File: src/axi_mem_pkg.sv
`default_nettype none

// Engine states and default geometry of the AXI memory
package axi_mem_pkg;

  // Write engine
  typedef enum logic [1:0] {
    WR_IDLE,
    WR_BURST,
    WR_RESP
  } wr_state_e;

  // Read engine
  typedef enum logic {
    RD_IDLE,
    RD_BURST
  } rd_state_e;

  // Default geometry, byte addressed
  localparam int DEF_ADDR_WIDTH = 8;
  localparam int DEF_DATA_WIDTH = 32;
  localparam int DEF_ID_WIDTH   = 4;

endpackage

`default_nettype wire

File: src/axi_pkg.sv
`default_nettype none

// AXI4 field widths and the encodings this memory uses
package axi_pkg;

  // ------------------------------------------------
  // Field widths
  // ------------------------------------------------
  localparam int LEN_WIDTH   = 8;
  localparam int SIZE_WIDTH  = 3;
  localparam int BURST_WIDTH = 2;
  localparam int RESP_WIDTH  = 2;

  // ------------------------------------------------
  // Encodings
  // ------------------------------------------------
  // Address holds for every beat of a FIXED burst
  localparam logic [BURST_WIDTH-1:0] BURST_FIXED = 2'b00;

  // Normal access success
  localparam logic [RESP_WIDTH-1:0] RESP_OKAY = 2'b00;

endpackage

`default_nettype wire
File: src/axi_mem.sv
`default_nettype none

// AXI4 subordinate backed by on-chip memory
module axi_mem #(
  parameter int  ADDR_WIDTH      = axi_mem_pkg::DEF_ADDR_WIDTH,
  parameter int  DATA_WIDTH      = axi_mem_pkg::DEF_DATA_WIDTH,
  parameter int  ID_WIDTH        = axi_mem_pkg::DEF_ID_WIDTH,
  localparam int STRB_WIDTH      = DATA_WIDTH / 8,
  localparam int OFFSET_WIDTH    = $clog2(STRB_WIDTH),
  localparam int WORD_ADDR_WIDTH = ADDR_WIDTH - OFFSET_WIDTH
) (
  input  logic                            i_clk,
  input  logic                            rst_n,

  // Write address
  input  logic                            i_awvalid,
  input  logic [ID_WIDTH-1:0]             i_awid,
  input  logic [ADDR_WIDTH-1:0]           i_awaddr,
  input  logic [axi_pkg::SIZE_WIDTH-1:0]  i_awsize,
  input  logic [axi_pkg::BURST_WIDTH-1:0] i_awburst,
  output logic                            o_awready,

  // Write data
  input  logic                            i_wvalid,
  input  logic [DATA_WIDTH-1:0]           i_wdata,
  input  logic [STRB_WIDTH-1:0]           i_wstrb,
  input  logic                            i_wlast,
  output logic                            o_wready,

  // Write response
  output logic                            o_bvalid,
  output logic [ID_WIDTH-1:0]             o_bid,
  output logic [axi_pkg::RESP_WIDTH-1:0]  o_bresp,
  input  logic                            i_bready,

  // Read address
  input  logic                            i_arvalid,
  input  logic [ID_WIDTH-1:0]             i_arid,
  input  logic [ADDR_WIDTH-1:0]           i_araddr,
  input  logic [axi_pkg::LEN_WIDTH-1:0]   i_arlen,
  input  logic [axi_pkg::SIZE_WIDTH-1:0]  i_arsize,
  input  logic [axi_pkg::BURST_WIDTH-1:0] i_arburst,
  output logic                            o_arready,

  // Read data
  output logic                            o_rvalid,
  output logic [ID_WIDTH-1:0]             o_rid,
  output logic [DATA_WIDTH-1:0]           o_rdata,
  output logic [axi_pkg::RESP_WIDTH-1:0]  o_rresp,
  output logic                            o_rlast,
  input  logic                            i_rready
);

  import axi_pkg::*;

  logic                       mem_we;
  logic [WORD_ADDR_WIDTH-1:0] mem_waddr;
  logic [DATA_WIDTH-1:0]      mem_wdata;
  logic [STRB_WIDTH-1:0]      mem_wstrb;
  logic                       mem_re;
  logic [WORD_ADDR_WIDTH-1:0] mem_raddr;

  // No error cases, every access succeeds
  assign o_bresp = RESP_OKAY;
  assign o_rresp = RESP_OKAY;

  axi_mem_wr #(
    .ADDR_WIDTH(ADDR_WIDTH),
    .DATA_WIDTH(DATA_WIDTH),
    .ID_WIDTH  (ID_WIDTH)
  ) u_wr (
    .clk        (i_clk),
    .rst_n      (rst_n),
    .i_awvalid  (i_awvalid),
    .i_awid     (i_awid),
    .i_awaddr   (i_awaddr),
    .i_awsize   (i_awsize),
    .i_awburst  (i_awburst),
    .o_awready  (o_awready),
    .i_wvalid   (i_wvalid),
    .i_wdata    (i_wdata),
    .i_wstrb    (i_wstrb),
    .i_wlast    (i_wlast),
    .o_wready   (o_wready),
    .o_bvalid   (o_bvalid),
    .o_bid      (o_bid),
    .i_bready   (i_bready),
    .o_mem_we   (mem_we),
    .o_mem_waddr(mem_waddr),
    .o_mem_wdata(mem_wdata),
    .o_mem_wstrb(mem_wstrb)
  );

  axi_mem_rd #(
    .ADDR_WIDTH(ADDR_WIDTH),
    .DATA_WIDTH(DATA_WIDTH),
    .ID_WIDTH  (ID_WIDTH)
  ) u_rd (
    .clk        (i_clk),
    .rst_n      (rst_n),
    .i_arvalid  (i_arvalid),
    .i_arid     (i_arid),
    .i_araddr   (i_araddr),
    .i_arlen    (i_arlen),
    .i_arsize   (i_arsize),
    .i_arburst  (i_arburst),
    .o_arready  (o_arready),
    .o_rvalid   (o_rvalid),
    .o_rid      (o_rid),
    .o_rlast    (o_rlast),
    .i_rready   (i_rready),
    .o_mem_re   (mem_re),
    .o_mem_raddr(mem_raddr)
  );

  axi_mem_array #(
    .ADDR_WIDTH(ADDR_WIDTH),
    .DATA_WIDTH(DATA_WIDTH)
  ) u_array (
    .clk    (i_clk),
    .i_we   (mem_we),
    .i_waddr(mem_waddr),
    .i_wdata(mem_wdata),
    .i_wstrb(mem_wstrb),
    .i_re   (mem_re),
    .i_raddr(mem_raddr),
    .o_rdata(o_rdata)
  );

endmodule

`default_nettype wire

File: src/axi_mem_rd.sv
`default_nettype none

// Read engine: AR capture, beat counting, address stepping, R control
module axi_mem_rd #(
  parameter int  ADDR_WIDTH      = 8,
  parameter int  DATA_WIDTH      = 32,
  parameter int  ID_WIDTH        = 4,
  localparam int STRB_WIDTH      = DATA_WIDTH / 8,
  localparam int OFFSET_WIDTH    = $clog2(STRB_WIDTH),
  localparam int WORD_ADDR_WIDTH = ADDR_WIDTH - OFFSET_WIDTH
) (
  input  logic                            clk,
  input  logic                            rst_n,

  input  logic                            i_arvalid,
  input  logic [ID_WIDTH-1:0]             i_arid,
  input  logic [ADDR_WIDTH-1:0]           i_araddr,
  input  logic [axi_pkg::LEN_WIDTH-1:0]   i_arlen,
  input  logic [axi_pkg::SIZE_WIDTH-1:0]  i_arsize,
  input  logic [axi_pkg::BURST_WIDTH-1:0] i_arburst,
  output logic                            o_arready,

  output logic                            o_rvalid,
  output logic [ID_WIDTH-1:0]             o_rid,
  output logic                            o_rlast,
  input  logic                            i_rready,

  output logic                            o_mem_re,
  output logic [WORD_ADDR_WIDTH-1:0]      o_mem_raddr
);

  import axi_pkg::*;
  import axi_mem_pkg::*;

  rd_state_e              state;
  rd_state_e              state_next;
  logic [ID_WIDTH-1:0]    r_id;
  logic [ID_WIDTH-1:0]    r_id_next;
  logic [ADDR_WIDTH-1:0]  r_addr;
  logic [ADDR_WIDTH-1:0]  r_addr_next;
  logic [LEN_WIDTH-1:0]   r_len;
  logic [LEN_WIDTH-1:0]   r_len_next;
  logic [SIZE_WIDTH-1:0]  r_size;
  logic [SIZE_WIDTH-1:0]  r_size_next;
  logic [BURST_WIDTH-1:0] r_burst;
  logic [BURST_WIDTH-1:0] r_burst_next;

  logic                   idle;
  logic [ID_WIDTH-1:0]    cur_id;
  logic [ADDR_WIDTH-1:0]  cur_addr;
  logic [LEN_WIDTH-1:0]   cur_len;
  logic [SIZE_WIDTH-1:0]  cur_size;
  logic [BURST_WIDTH-1:0] cur_burst;

  logic                   launch;
  logic                   arready_next;
  logic                   rvalid_next;
  logic [ID_WIDTH-1:0]    rid_next;
  logic                   rlast_next;

  // First beat of a burst uses the AR fields directly
  assign idle      = (state == RD_IDLE);
  assign cur_id    = idle ? i_arid : r_id;
  assign cur_addr  = idle ? i_araddr : r_addr;
  assign cur_len   = idle ? i_arlen : r_len;
  assign cur_size  = idle ? i_arsize : r_size;
  assign cur_burst = idle ? i_arburst : r_burst;

  assign o_mem_raddr = cur_addr[ADDR_WIDTH-1:OFFSET_WIDTH];

  always_comb begin
    state_next   = state;
    r_id_next    = r_id;
    r_addr_next  = r_addr;
    r_len_next   = r_len;
    r_size_next  = r_size;
    r_burst_next = r_burst;
    arready_next = o_arready;
    rvalid_next  = o_rvalid && !i_rready;
    rid_next     = o_rid;
    rlast_next   = o_rlast;
    launch       = 1'b0;

    case (state)
      RD_IDLE: begin
        if (i_arvalid && o_arready) begin
          state_next   = RD_BURST;
          arready_next = 1'b0;
          r_id_next    = i_arid;
          r_addr_next  = i_araddr;
          r_len_next   = i_arlen;
          r_size_next  = i_arsize;
          r_burst_next = i_arburst;
          launch       = !o_rvalid || i_rready;
        end
      end
      RD_BURST: begin
        launch = !o_rvalid || i_rready;
      end
      default: begin
        state_next = RD_IDLE;
      end
    endcase

    // ------------------------------------------------
    // Beat launch into a free R slot
    // ------------------------------------------------
    if (launch) begin
      rvalid_next = 1'b1;
      rid_next    = cur_id;
      rlast_next  = (cur_len == '0);
      r_len_next  = cur_len - LEN_WIDTH'(1);
      if (cur_burst != BURST_FIXED) begin
        r_addr_next = cur_addr + (ADDR_WIDTH'(1) << cur_size);
      end
      if (cur_len == '0) begin
        state_next   = RD_IDLE;
        arready_next = 1'b1;
      end
    end
  end

  assign o_mem_re = launch;

  always_ff @(posedge clk) begin
    if (!rst_n) begin
      state     <= RD_IDLE;
      o_arready <= 1'b1;
      o_rvalid  <= 1'b0;
    end else begin
      state     <= state_next;
      o_arready <= arready_next;
      o_rvalid  <= rvalid_next;
    end
  end

  always_ff @(posedge clk) begin
    r_id    <= r_id_next;
    r_addr  <= r_addr_next;
    r_len   <= r_len_next;
    r_size  <= r_size_next;
    r_burst <= r_burst_next;
    o_rid   <= rid_next;
    o_rlast <= rlast_next;
  end

endmodule

`default_nettype wire

File: src/axi_mem_wr.sv
`default_nettype none

// Write engine: AW and W skid buffers, burst stepping, B response
module axi_mem_wr #(
  parameter int  ADDR_WIDTH      = 8,
  parameter int  DATA_WIDTH      = 32,
  parameter int  ID_WIDTH        = 4,
  localparam int STRB_WIDTH      = DATA_WIDTH / 8,
  localparam int OFFSET_WIDTH    = $clog2(STRB_WIDTH),
  localparam int WORD_ADDR_WIDTH = ADDR_WIDTH - OFFSET_WIDTH
) (
  input  logic                         clk,
  input  logic                         rst_n,

  input  logic                         i_awvalid,
  input  logic [ID_WIDTH-1:0]          i_awid,
  input  logic [ADDR_WIDTH-1:0]        i_awaddr,
  input  logic [axi_pkg::SIZE_WIDTH-1:0]  i_awsize,
  input  logic [axi_pkg::BURST_WIDTH-1:0] i_awburst,
  output logic                         o_awready,

  input  logic                         i_wvalid,
  input  logic [DATA_WIDTH-1:0]        i_wdata,
  input  logic [STRB_WIDTH-1:0]        i_wstrb,
  input  logic                         i_wlast,
  output logic                         o_wready,

  output logic                         o_bvalid,
  output logic [ID_WIDTH-1:0]          o_bid,
  input  logic                         i_bready,

  output logic                         o_mem_we,
  output logic [WORD_ADDR_WIDTH-1:0]   o_mem_waddr,
  output logic [DATA_WIDTH-1:0]        o_mem_wdata,
  output logic [STRB_WIDTH-1:0]        o_mem_wstrb
);

  import axi_pkg::*;
  import axi_mem_pkg::*;

  typedef struct packed {
    logic [ID_WIDTH-1:0]    id;
    logic [ADDR_WIDTH-1:0]  addr;
    logic [SIZE_WIDTH-1:0]  size;
    logic [BURST_WIDTH-1:0] burst;
  } aw_beat_t;

  typedef struct packed {
    logic [DATA_WIDTH-1:0] data;
    logic [STRB_WIDTH-1:0] strb;
    logic                  last;
  } w_beat_t;

  aw_beat_t               aw_q;
  logic                   aw_valid;
  logic                   aw_ready;
  w_beat_t                w_q;
  logic                   w_valid;
  logic                   w_ready;

  wr_state_e              state;
  wr_state_e              state_next;
  logic [ID_WIDTH-1:0]    bst_id;
  logic [ID_WIDTH-1:0]    bst_id_next;
  logic [ADDR_WIDTH-1:0]  bst_addr;
  logic [ADDR_WIDTH-1:0]  bst_addr_next;
  logic [SIZE_WIDTH-1:0]  bst_size;
  logic [SIZE_WIDTH-1:0]  bst_size_next;
  logic [BURST_WIDTH-1:0] bst_burst;
  logic [BURST_WIDTH-1:0] bst_burst_next;

  logic [ID_WIDTH-1:0]    cur_id;
  logic [ADDR_WIDTH-1:0]  cur_addr;
  logic [SIZE_WIDTH-1:0]  cur_size;
  logic [BURST_WIDTH-1:0] cur_burst;

  logic                   b_free;
  logic                   bvalid_next;
  logic [ID_WIDTH-1:0]    bid_next;

  // --------------------------------------------------
  // Input skid buffers
  // --------------------------------------------------
  axi_skid_buf #(
    .payload_t(aw_beat_t)
  ) u_aw_skid (
    .clk    (clk),
    .rst_n  (rst_n),
    .i_valid(i_awvalid),
    .i_data ({i_awid, i_awaddr, i_awsize, i_awburst}),
    .o_ready(o_awready),
    .o_valid(aw_valid),
    .o_data (aw_q),
    .i_ready(aw_ready)
  );

  axi_skid_buf #(
    .payload_t(w_beat_t)
  ) u_w_skid (
    .clk    (clk),
    .rst_n  (rst_n),
    .i_valid(i_wvalid),
    .i_data ({i_wdata, i_wstrb, i_wlast}),
    .o_ready(o_wready),
    .o_valid(w_valid),
    .o_data (w_q),
    .i_ready(w_ready)
  );

  // --------------------------------------------------
  // Burst state machine
  // --------------------------------------------------
  // While idle the first beat uses the fields straight from AW
  assign cur_id    = (state == WR_IDLE) ? aw_q.id : bst_id;
  assign cur_addr  = (state == WR_IDLE) ? aw_q.addr : bst_addr;
  assign cur_size  = (state == WR_IDLE) ? aw_q.size : bst_size;
  assign cur_burst = (state == WR_IDLE) ? aw_q.burst : bst_burst;

  // B slot is free when empty or being emptied now
  assign b_free = !o_bvalid || i_bready;

  assign o_mem_waddr = cur_addr[ADDR_WIDTH-1:OFFSET_WIDTH];
  assign o_mem_wdata = w_q.data;
  assign o_mem_wstrb = w_q.strb;

  always_comb begin
    state_next     = state;
    bst_id_next    = bst_id;
    bst_addr_next  = bst_addr;
    bst_size_next  = bst_size;
    bst_burst_next = bst_burst;
    bvalid_next    = o_bvalid && !i_bready;
    bid_next       = o_bid;
    aw_ready       = 1'b0;
    w_ready        = 1'b0;
    o_mem_we       = 1'b0;

    case (state)
      WR_IDLE: begin
        aw_ready = 1'b1;
        if (aw_valid) begin
          state_next     = WR_BURST;
          bst_id_next    = aw_q.id;
          bst_addr_next  = aw_q.addr;
          bst_size_next  = aw_q.size;
          bst_burst_next = aw_q.burst;
          w_ready        = b_free;
        end
      end
      WR_BURST: begin
        w_ready = b_free;
      end
      WR_RESP: begin
        if (b_free) begin
          state_next  = WR_IDLE;
          bvalid_next = 1'b1;
          bid_next    = bst_id;
        end
      end
      default: begin
        state_next = WR_IDLE;
      end
    endcase

    // Accepted data beat, written in its handshake cycle
    if (w_valid && w_ready) begin
      o_mem_we = 1'b1;
      if (cur_burst != BURST_FIXED) begin
        bst_addr_next = cur_addr + (ADDR_WIDTH'(1) << cur_size);
      end
      if (w_q.last) begin
        if (b_free) begin
          state_next  = WR_IDLE;
          bvalid_next = 1'b1;
          bid_next    = cur_id;
        end else begin
          state_next = WR_RESP;
        end
      end
    end
  end

  always_ff @(posedge clk) begin
    if (!rst_n) begin
      state    <= WR_IDLE;
      o_bvalid <= 1'b0;
    end else begin
      state    <= state_next;
      o_bvalid <= bvalid_next;
    end
  end

  always_ff @(posedge clk) begin
    bst_id    <= bst_id_next;
    bst_addr  <= bst_addr_next;
    bst_size  <= bst_size_next;
    bst_burst <= bst_burst_next;
    o_bid     <= bid_next;
  end

endmodule

`default_nettype wire

File: src/axi_mem_array.sv
`default_nettype none

// Word-wide memory, byte-strobed write port, registered read port
module axi_mem_array #(
  parameter int  ADDR_WIDTH      = 8,
  parameter int  DATA_WIDTH      = 32,
  localparam int STRB_WIDTH      = DATA_WIDTH / 8,
  localparam int OFFSET_WIDTH    = $clog2(STRB_WIDTH),
  localparam int WORD_ADDR_WIDTH = ADDR_WIDTH - OFFSET_WIDTH
) (
  input  logic                       clk,

  input  logic                       i_we,
  input  logic [WORD_ADDR_WIDTH-1:0] i_waddr,
  input  logic [DATA_WIDTH-1:0]      i_wdata,
  input  logic [STRB_WIDTH-1:0]      i_wstrb,

  input  logic                       i_re,
  input  logic [WORD_ADDR_WIDTH-1:0] i_raddr,
  output logic [DATA_WIDTH-1:0]      o_rdata
);

  logic [DATA_WIDTH-1:0] mem [2**WORD_ADDR_WIDTH];

  // One byte lane per strobe bit
  always_ff @(posedge clk) begin
    for (int i = 0; i < STRB_WIDTH; i++) begin
      if (i_we && i_wstrb[i]) begin
        mem[i_waddr][8*i +: 8] <= i_wdata[8*i +: 8];
      end
    end
  end

  // Same-cycle write is not visible here, the old word is returned
  always_ff @(posedge clk) begin
    if (i_re) begin
      o_rdata <= mem[i_raddr];
    end
  end

endmodule

`default_nettype wire

File: src/axi_skid_buf.sv
`default_nettype none

// Valid/ready skid buffer. Input ready is a register, so one beat that
// arrives while the output stalls is parked in the spare entry.
module axi_skid_buf #(
  parameter type payload_t = logic
) (
  input  logic     clk,
  input  logic     rst_n,

  input  logic     i_valid,
  input  payload_t i_data,
  output logic     o_ready,

  output logic     o_valid,
  output payload_t o_data,
  input  logic     i_ready
);

  payload_t skid_data;
  logic     skid_valid;
  logic     skid_valid_next;

  // Pass through while empty, otherwise present the parked entry
  assign o_valid = skid_valid || (i_valid && o_ready);
  assign o_data  = skid_valid ? skid_data : i_data;

  always_comb begin
    if (skid_valid) begin
      // Parked entry leaves once the output takes it
      skid_valid_next = !i_ready;
    end else begin
      skid_valid_next = i_valid && o_ready && !i_ready;
    end
  end

  always_ff @(posedge clk) begin
    if (!rst_n) begin
      skid_valid <= 1'b0;
      o_ready    <= 1'b0;
    end else begin
      skid_valid <= skid_valid_next;
      o_ready    <= !skid_valid_next;
    end
  end

  // Spare entry follows the input until it is occupied
  always_ff @(posedge clk) begin
    if (!skid_valid) begin
      skid_data <= i_data;
    end
  end

endmodule

`default_nettype wire

File: config.mk
export PLATFORM = sky130hd
export DESIGN_NAME = axi_mem
export DESIGN_NICKNAME = d
export VERILOG_FILES = /design/src/axi_mem_pkg.sv /design/src/axi_pkg.sv /design/src/axi_mem.sv /design/src/axi_mem_rd.sv /design/src/axi_mem_wr.sv /design/src/axi_mem_array.sv /design/src/axi_skid_buf.sv
export SDC_FILE = /design/constraint.sdc
export NUM_CORES = 2
export LEC_CHECK = 0
export CELL_PAD_IN_SITES_DETAIL_PLACEMENT = 0
export CELL_PAD_IN_SITES_GLOBAL_PLACEMENT = 1
export CORE_MARGIN = 8
export CORE_UTILIZATION = 50
export CTS_CLUSTER_SIZE = 24
export DETAILED_ROUTE_END_ITERATION = 16
export DONT_BUFFER_PORTS = 1
export GPL_ROUTABILITY_DRIVEN = 0
export GPL_TIMING_DRIVEN = 0
export HOLD_SLACK_MARGIN = 0.03
export PLACE_DENSITY = 0.76
export REMOVE_ABC_BUFFERS = 1
export SLEW_MARGIN = 15
export SYNTH_ARGS = -nofsm -noshare
export SYNTH_HDL_FRONTEND = slang
export SYNTH_HIERARCHICAL = 1
export SYNTH_SLANG_ARGS = --single-unit
File: constraint.sdc
create_clock -name i_clk -period 4.7 [get_ports i_clk]
set_clock_uncertainty 0.1 [all_clocks]
set_input_delay 0 -clock i_clk [delete_from_list [all_inputs] [get_ports i_clk]]
set_output_delay 0 -clock i_clk [all_outputs]
set_load 0.02 [all_outputs]
# --- Yosys cells after proc, flatten, opt, wreduce, memory -nomap -nowiden ---
# Memory sizes are Yosys's and may differ from the RTL's. A register that Yosys moved wholly into a read port is not among the register bits.
# Index checks and enable logic that the tools add are counted.
classes:
  n_mux: 63
  eq_ne: 3
  reduce_logical: 32
  bitwise_logic: 1
  n_addsub: 3
  shift: 2
ops:
  columns: ["cell", "n"]
  rows:
  - ["8-bit 2-to-1 mux", 14]
  - ["37-bit 2-to-1 mux", 1]
  - ["1-bit 2-to-1 mux", 28]
  - ["4-bit 2-to-1 mux", 7]
  - ["17-bit 2-to-1 mux", 1]
  - ["8-bit adder", 2]
  - ["1-bit by 3-bit left shift with 8-bit output (first input constant)", 2]
  - ["2-bit 2-to-1 mux", 7]
  - ["1-bit logical AND", 12]
  - ["1-bit zero test", 8]
  - ["8-bit zero test", 1]
  - ["8-bit by 1-bit subtractor with 8-bit output (second input constant)", 1]
  - ["3-bit 2-to-1 mux", 2]
  - ["2-bit one-hot mux with 3 select lines", 1]
  - ["2-bit AND reduction", 3]
  - ["2-bit nonzero test", 3]
  - ["1-bit logical OR", 4]
  - ["1-bit one-hot mux with 2 select lines", 2]
  - ["2-bit by 1-bit == test with 1-bit output (second input constant)", 1]
  - ["2-bit == test (second input constant)", 1]
  - ["2-bit zero test", 1]
  - ["2-bit != test (second input constant)", 1]
  - ["1-bit inverter", 1]
word_totals:
  mem_count: 1
  input_bits: 86
  elab_cells: 133
  ramBits: 2048
  output_inout_bits: 50
  regBits: 115
mem_list:
  columns: ["memory", "depth", "word_bits", "rd", "rd_ports_with_merged_regs", "wr", "line_no", "source"]
  rows:
  - ["u_array.mem", 64, 32, 1, 1, 1, "axi_mem_array.sv:23", "logic [DATA_WIDTH-1:0] mem [2**WORD_ADDR_WIDTH];"]

# --- Depth between registers and ports, before layout ---
logic_depth:
  word_depth: 9
  ltp_mapped: 15
  mapped_depth_nobuf: 12

# --- By module ---
# Netlist, hierarchy kept.
by_module_without_submodules:
  columns: ["module", "cells_each", "seq_area_each_um2", "n_inst", "area_each_um2"]
  rows:
  - ["axi_mem_array", 3576, 62459.9, 1, 80091.8]
  - ["axi_mem_rd", 227, 880.8, 1, 2264.7]
  - ["axi_mem_wr", 155, 570.5, 1, 1507.7]
  - ["axi_skid_buf (u_wr.u_w_skid)", 84, 780.7, 1, 1347.5]
  - ["axi_skid_buf (u_wr.u_aw_skid)", 42, 380.4, 1, 664.4]
  - ["axi_mem", 5, 0.0, 1, 33.8]

# --- Least setup slack after synthesis ---
# OpenSTA, ideal clock, no wires.
synth_path:
  kind: "register to register"
  start: "register u_rd.state"
  end: "register u_array.o_rdata[11], read port of u_array.mem (data pin)"
  setup_ps: 259
  required_time_ps: 4341
  period_less_slack_ps: 3236
  path_stages_with_launch: 13
  slack_ps: 1464
  t_arrival_ps: 2877
  n_path_buf: 7
  path_cell_list: "dfxtp_1 > buf_6 > buf_6 > buf_4 > buf_2 > mux2_2 > buf_6 > buf_6 > buf_4 > mux4_2 > mux4_2 > a22oi_1 > nand2_1"
synth_via:
  elab_cells_between_ends: 3
synth_rtl:
  columns: ["item", "line_no", "source"]
  rows:
  - ["start: declaration", "axi_mem_rd.sv:35", "rd_state_e state;"]
  - ["start signal: assignment", "axi_mem_rd.sv:131", "state <= state_next;"]
  - ["8-bit 2-to-1 mux", "axi_mem_rd.sv:64", "assign cur_addr = idle ? i_araddr : r_addr;"]
  - ["via mem_raddr[0]", "axi_mem.sv:61", "logic [WORD_ADDR_WIDTH-1:0] mem_raddr;"]
  - ["end: declaration", "axi_mem_array.sv:20", "output logic [DATA_WIDTH-1:0] o_rdata"]
# The timed path passes the listed nets, and every way through them passes these cells.
# A chain may end at the register's enable or synchronous reset.

==> flow_summary.toml <==
[job]
cap_violations = 0

[setup_path]
crit_path_start_kind = "flop"
path_class = "reg -> reg"
required_ns = 5.04
critPathArrivalTime_ns = 5.20
cp-end-kind = "flop"
path_max_fanout = 18

[grt]
grt_pass1_wl_microns = 309000
use_met2 = 0.372
grt-ovfl-total = 0
met3_usage = 0.0656
top_usage_layer = "met2"
grt_pass1_vias = 42700
grtUsageTotal = 0.231
grt_max_degree = 69
globalRouteMet1Util = 0.295
antenna_found_initial = 6

[floorplan]
ios = 136
num_rows = 152
die_x_microns = 431
dieArea_sq_um = 185000
core_sq_um = 171000
die_y_microns = 431
start_util = 0.502

[clock_tree]
cts_buffer_depth = 3
cts_tree = "built"
cts_made_buffers = 213
cts.reportedPaths.clkPinSlew_ns = 0.06
cts.sinks = 2195
cts-root-buf = "clkbuf_16"
htreeDepth = 4
insertion_delay_ns = 0.86

[synth]
synth_flop_cell = "edfxtp_1"
synthXorXnorAreaFrac = 0.00162
async_flop_share = 0
ys_seq_area_frac = 0.757
muxShareOfSynthArea = 0.168
yosys_register_bits = 2195
syn_area_sq_um = 85900
yosys.area_share.simple = 0.0300
yosys_warnings = 6
synth_compound_area_frac = 0.0239
synthAdderAreaFrac = 0.00280
syn_inst = 4089
synth_cell_types = 78
synth_edf_count = 2111
synth_top_family_by_area = "multiplexers"
syn_avg_cell_area_sq_um = 21.0

[timing]
finalMaxSlewViolations = 0
period_minus_slack_ns = 4.86
hold_viol_final = 0
finalWorstSetupSlack_ns = -0.159
worstMarginPinSlew_ns = 1.32
finalSetupViolCount = 313
grt_setup_unrepaired = "yes"
finalCritPeriodShare = 1.03
timing.fmax_ghz = 0.206
slew_headroom = 0.121
holdWs_ns = 0.134

[detailed_routing]
ant_nets = 0
drcViolationCount = 0
vias = 42500
drt_pass1_iterations = 8
routed_wl_microns = 218000
first_iter_violations = 4394
via_per_inst = 6.35
post_drt_wl_per_cell_microns = 32.5

[final_layout]
mostFrequentLayoutCell = "edfxtp_1"
nets = 4378
fin_area_sq_um = 97800
finalNonFillerCells = 6694
multi_input_area_sq_um = 20300
area_growth_pct = 13.8
seq_area_sq_um = 65100
fill_cells = 12300
drive_gt1_frac = 0.282
final_cell_mix = "edfxtp_1 (2111), mux4_2 (543), clkbuf_16 (219)"

[pwr]
total_power_mw = 45.0
ir_drop_uv = 307
p_per_area_nw_per_um2 = 460
cellLeakagePower_nw = 30.4

[run_status]
status = "finished, violations left"
violations = "negative setup slack"

[placed_design]
post-place-cells = 6122
placement.io_buffers = 0
place_area_sq_um = 88400
dp_hpwl_microns = 126000

[worst_hold_path]
hp-class = "in -> reg"
## critical path, cell delays in order, from the launching register on
cell     delay, ns
dfxtp_1       0.99
mux2_4        0.38
mux2_1        0.50
nor3_1        0.80
nand2_1       0.89
nor2_2        0.78
## through the flow
stage	TNS [ns]	worst slack (ns)	utilization
finish	-16.88	-0.159	0.571
global route	-90.74	-0.253	0.571
CTS	-11.89	-0.277	0.569
detailed placement	-80.04	-0.884	0.516
global placement	-5257.35	-17.41	0.511
floorplan	-374.04	-10.03	-
## synth_stat cells (all sizes together) (32+ instances only)
library cell  number  area [sq um]
mux2             105          1290
dfxtp             84          1680
o22ai             50           333
buf              149           965
nor3              32           165
edfxtp          2111         63400
mux4             543         12200
nand2            115           439
nor2             323          1230
a22oi             51           383
clkbuf            84           319
mux2i             95           951
a21oi             55           305
## worst paths after layout
check,startpoint,endpoint,slack [ns],depth (start not counted)
max,u_wr/u_aw_skid/skid_valid,u_array/mem[7][4],-0.16,5
max reg2reg,u_wr/u_aw_skid/skid_valid,u_array/mem[7][4],-0.16,5
min reg2reg,u_wr/bst_id[0],u_wr/o_bid[0],0.42,2
min,i_arlen[2],u_rd/r_len[2],0.13,4
## metal layers
metal  up-vias  share of wire  routed length, microns
met1     22700           0.37                   81200
met4         2          0.048                   10400
met2      2063           0.48                  105000
li1      17300              -                       -
met5         -        0.00061                     133
met3       432          0.096                   20800
## timing repair
action,in CTS,in global routing
resized for setup,62,159
hold buffers,154,0
hold endpoints to repair,1394,0
gates cloned,12,0
setup endpoints to repair,502,1626
setup buffers,3,1
## where the power goes
group	switching, mW	leakage, nW	internal, mW	total (mW)
registers	0.265	19.7	21.9	22.2
logic	3.53	7.31	2.45	5.98
clock network	7.25	3.39	9.58	16.8
total	11.1	30.4	33.9	45.0
## cells by family (layout without fill, tap and decap cells)
group,after synthesis,in the layout
AOI/OAI and AO/OA,288,288
other,1,7
buffers and inverters,253,615
adders and majority gates,18,18
muxes,743,747
and+or+nand+nor,576,576
DFF,2195,2195
xor gates and xnor gates,15,15
## cell type report
| cell class | instances | share of cell area |
|---|---|---|
| inverters | 20 | 0.000793 |
| repair buffers | 196 | 0.0264 |
| clock buffers | 263 | 0.0581 |
| diodes | 3 | 0.0000768 |
| flip-flops and latches | 2195 | 0.666 |
| well taps | 2233 | 0.0286 |
| multi-input cells | 1648 | 0.208 |
| clock inverters | 136 | 0.0126 |
## flip-flops by register name (all words and copies together), names as in the netlist, 4 cells and up
| signal | cells |
|---|---|
| u_rd/o_rid | 4 |
| u_rd/r_len | 8 |
| u_array/mem | 2048 |
| u_wr/bst_id | 4 |
| u_wr/u_w_skid/skid_data | 37 |
| u_array/o_rdata | 32 |
| u_rd/r_id | 4 |
| u_wr/bst_addr | 8 |
| u_rd/r_addr | 8 |
| u_wr/o_bid | 4 |
| u_wr/u_aw_skid/skid_data | 17 |
No activity file was read; power rests on OpenSTA's default activity.
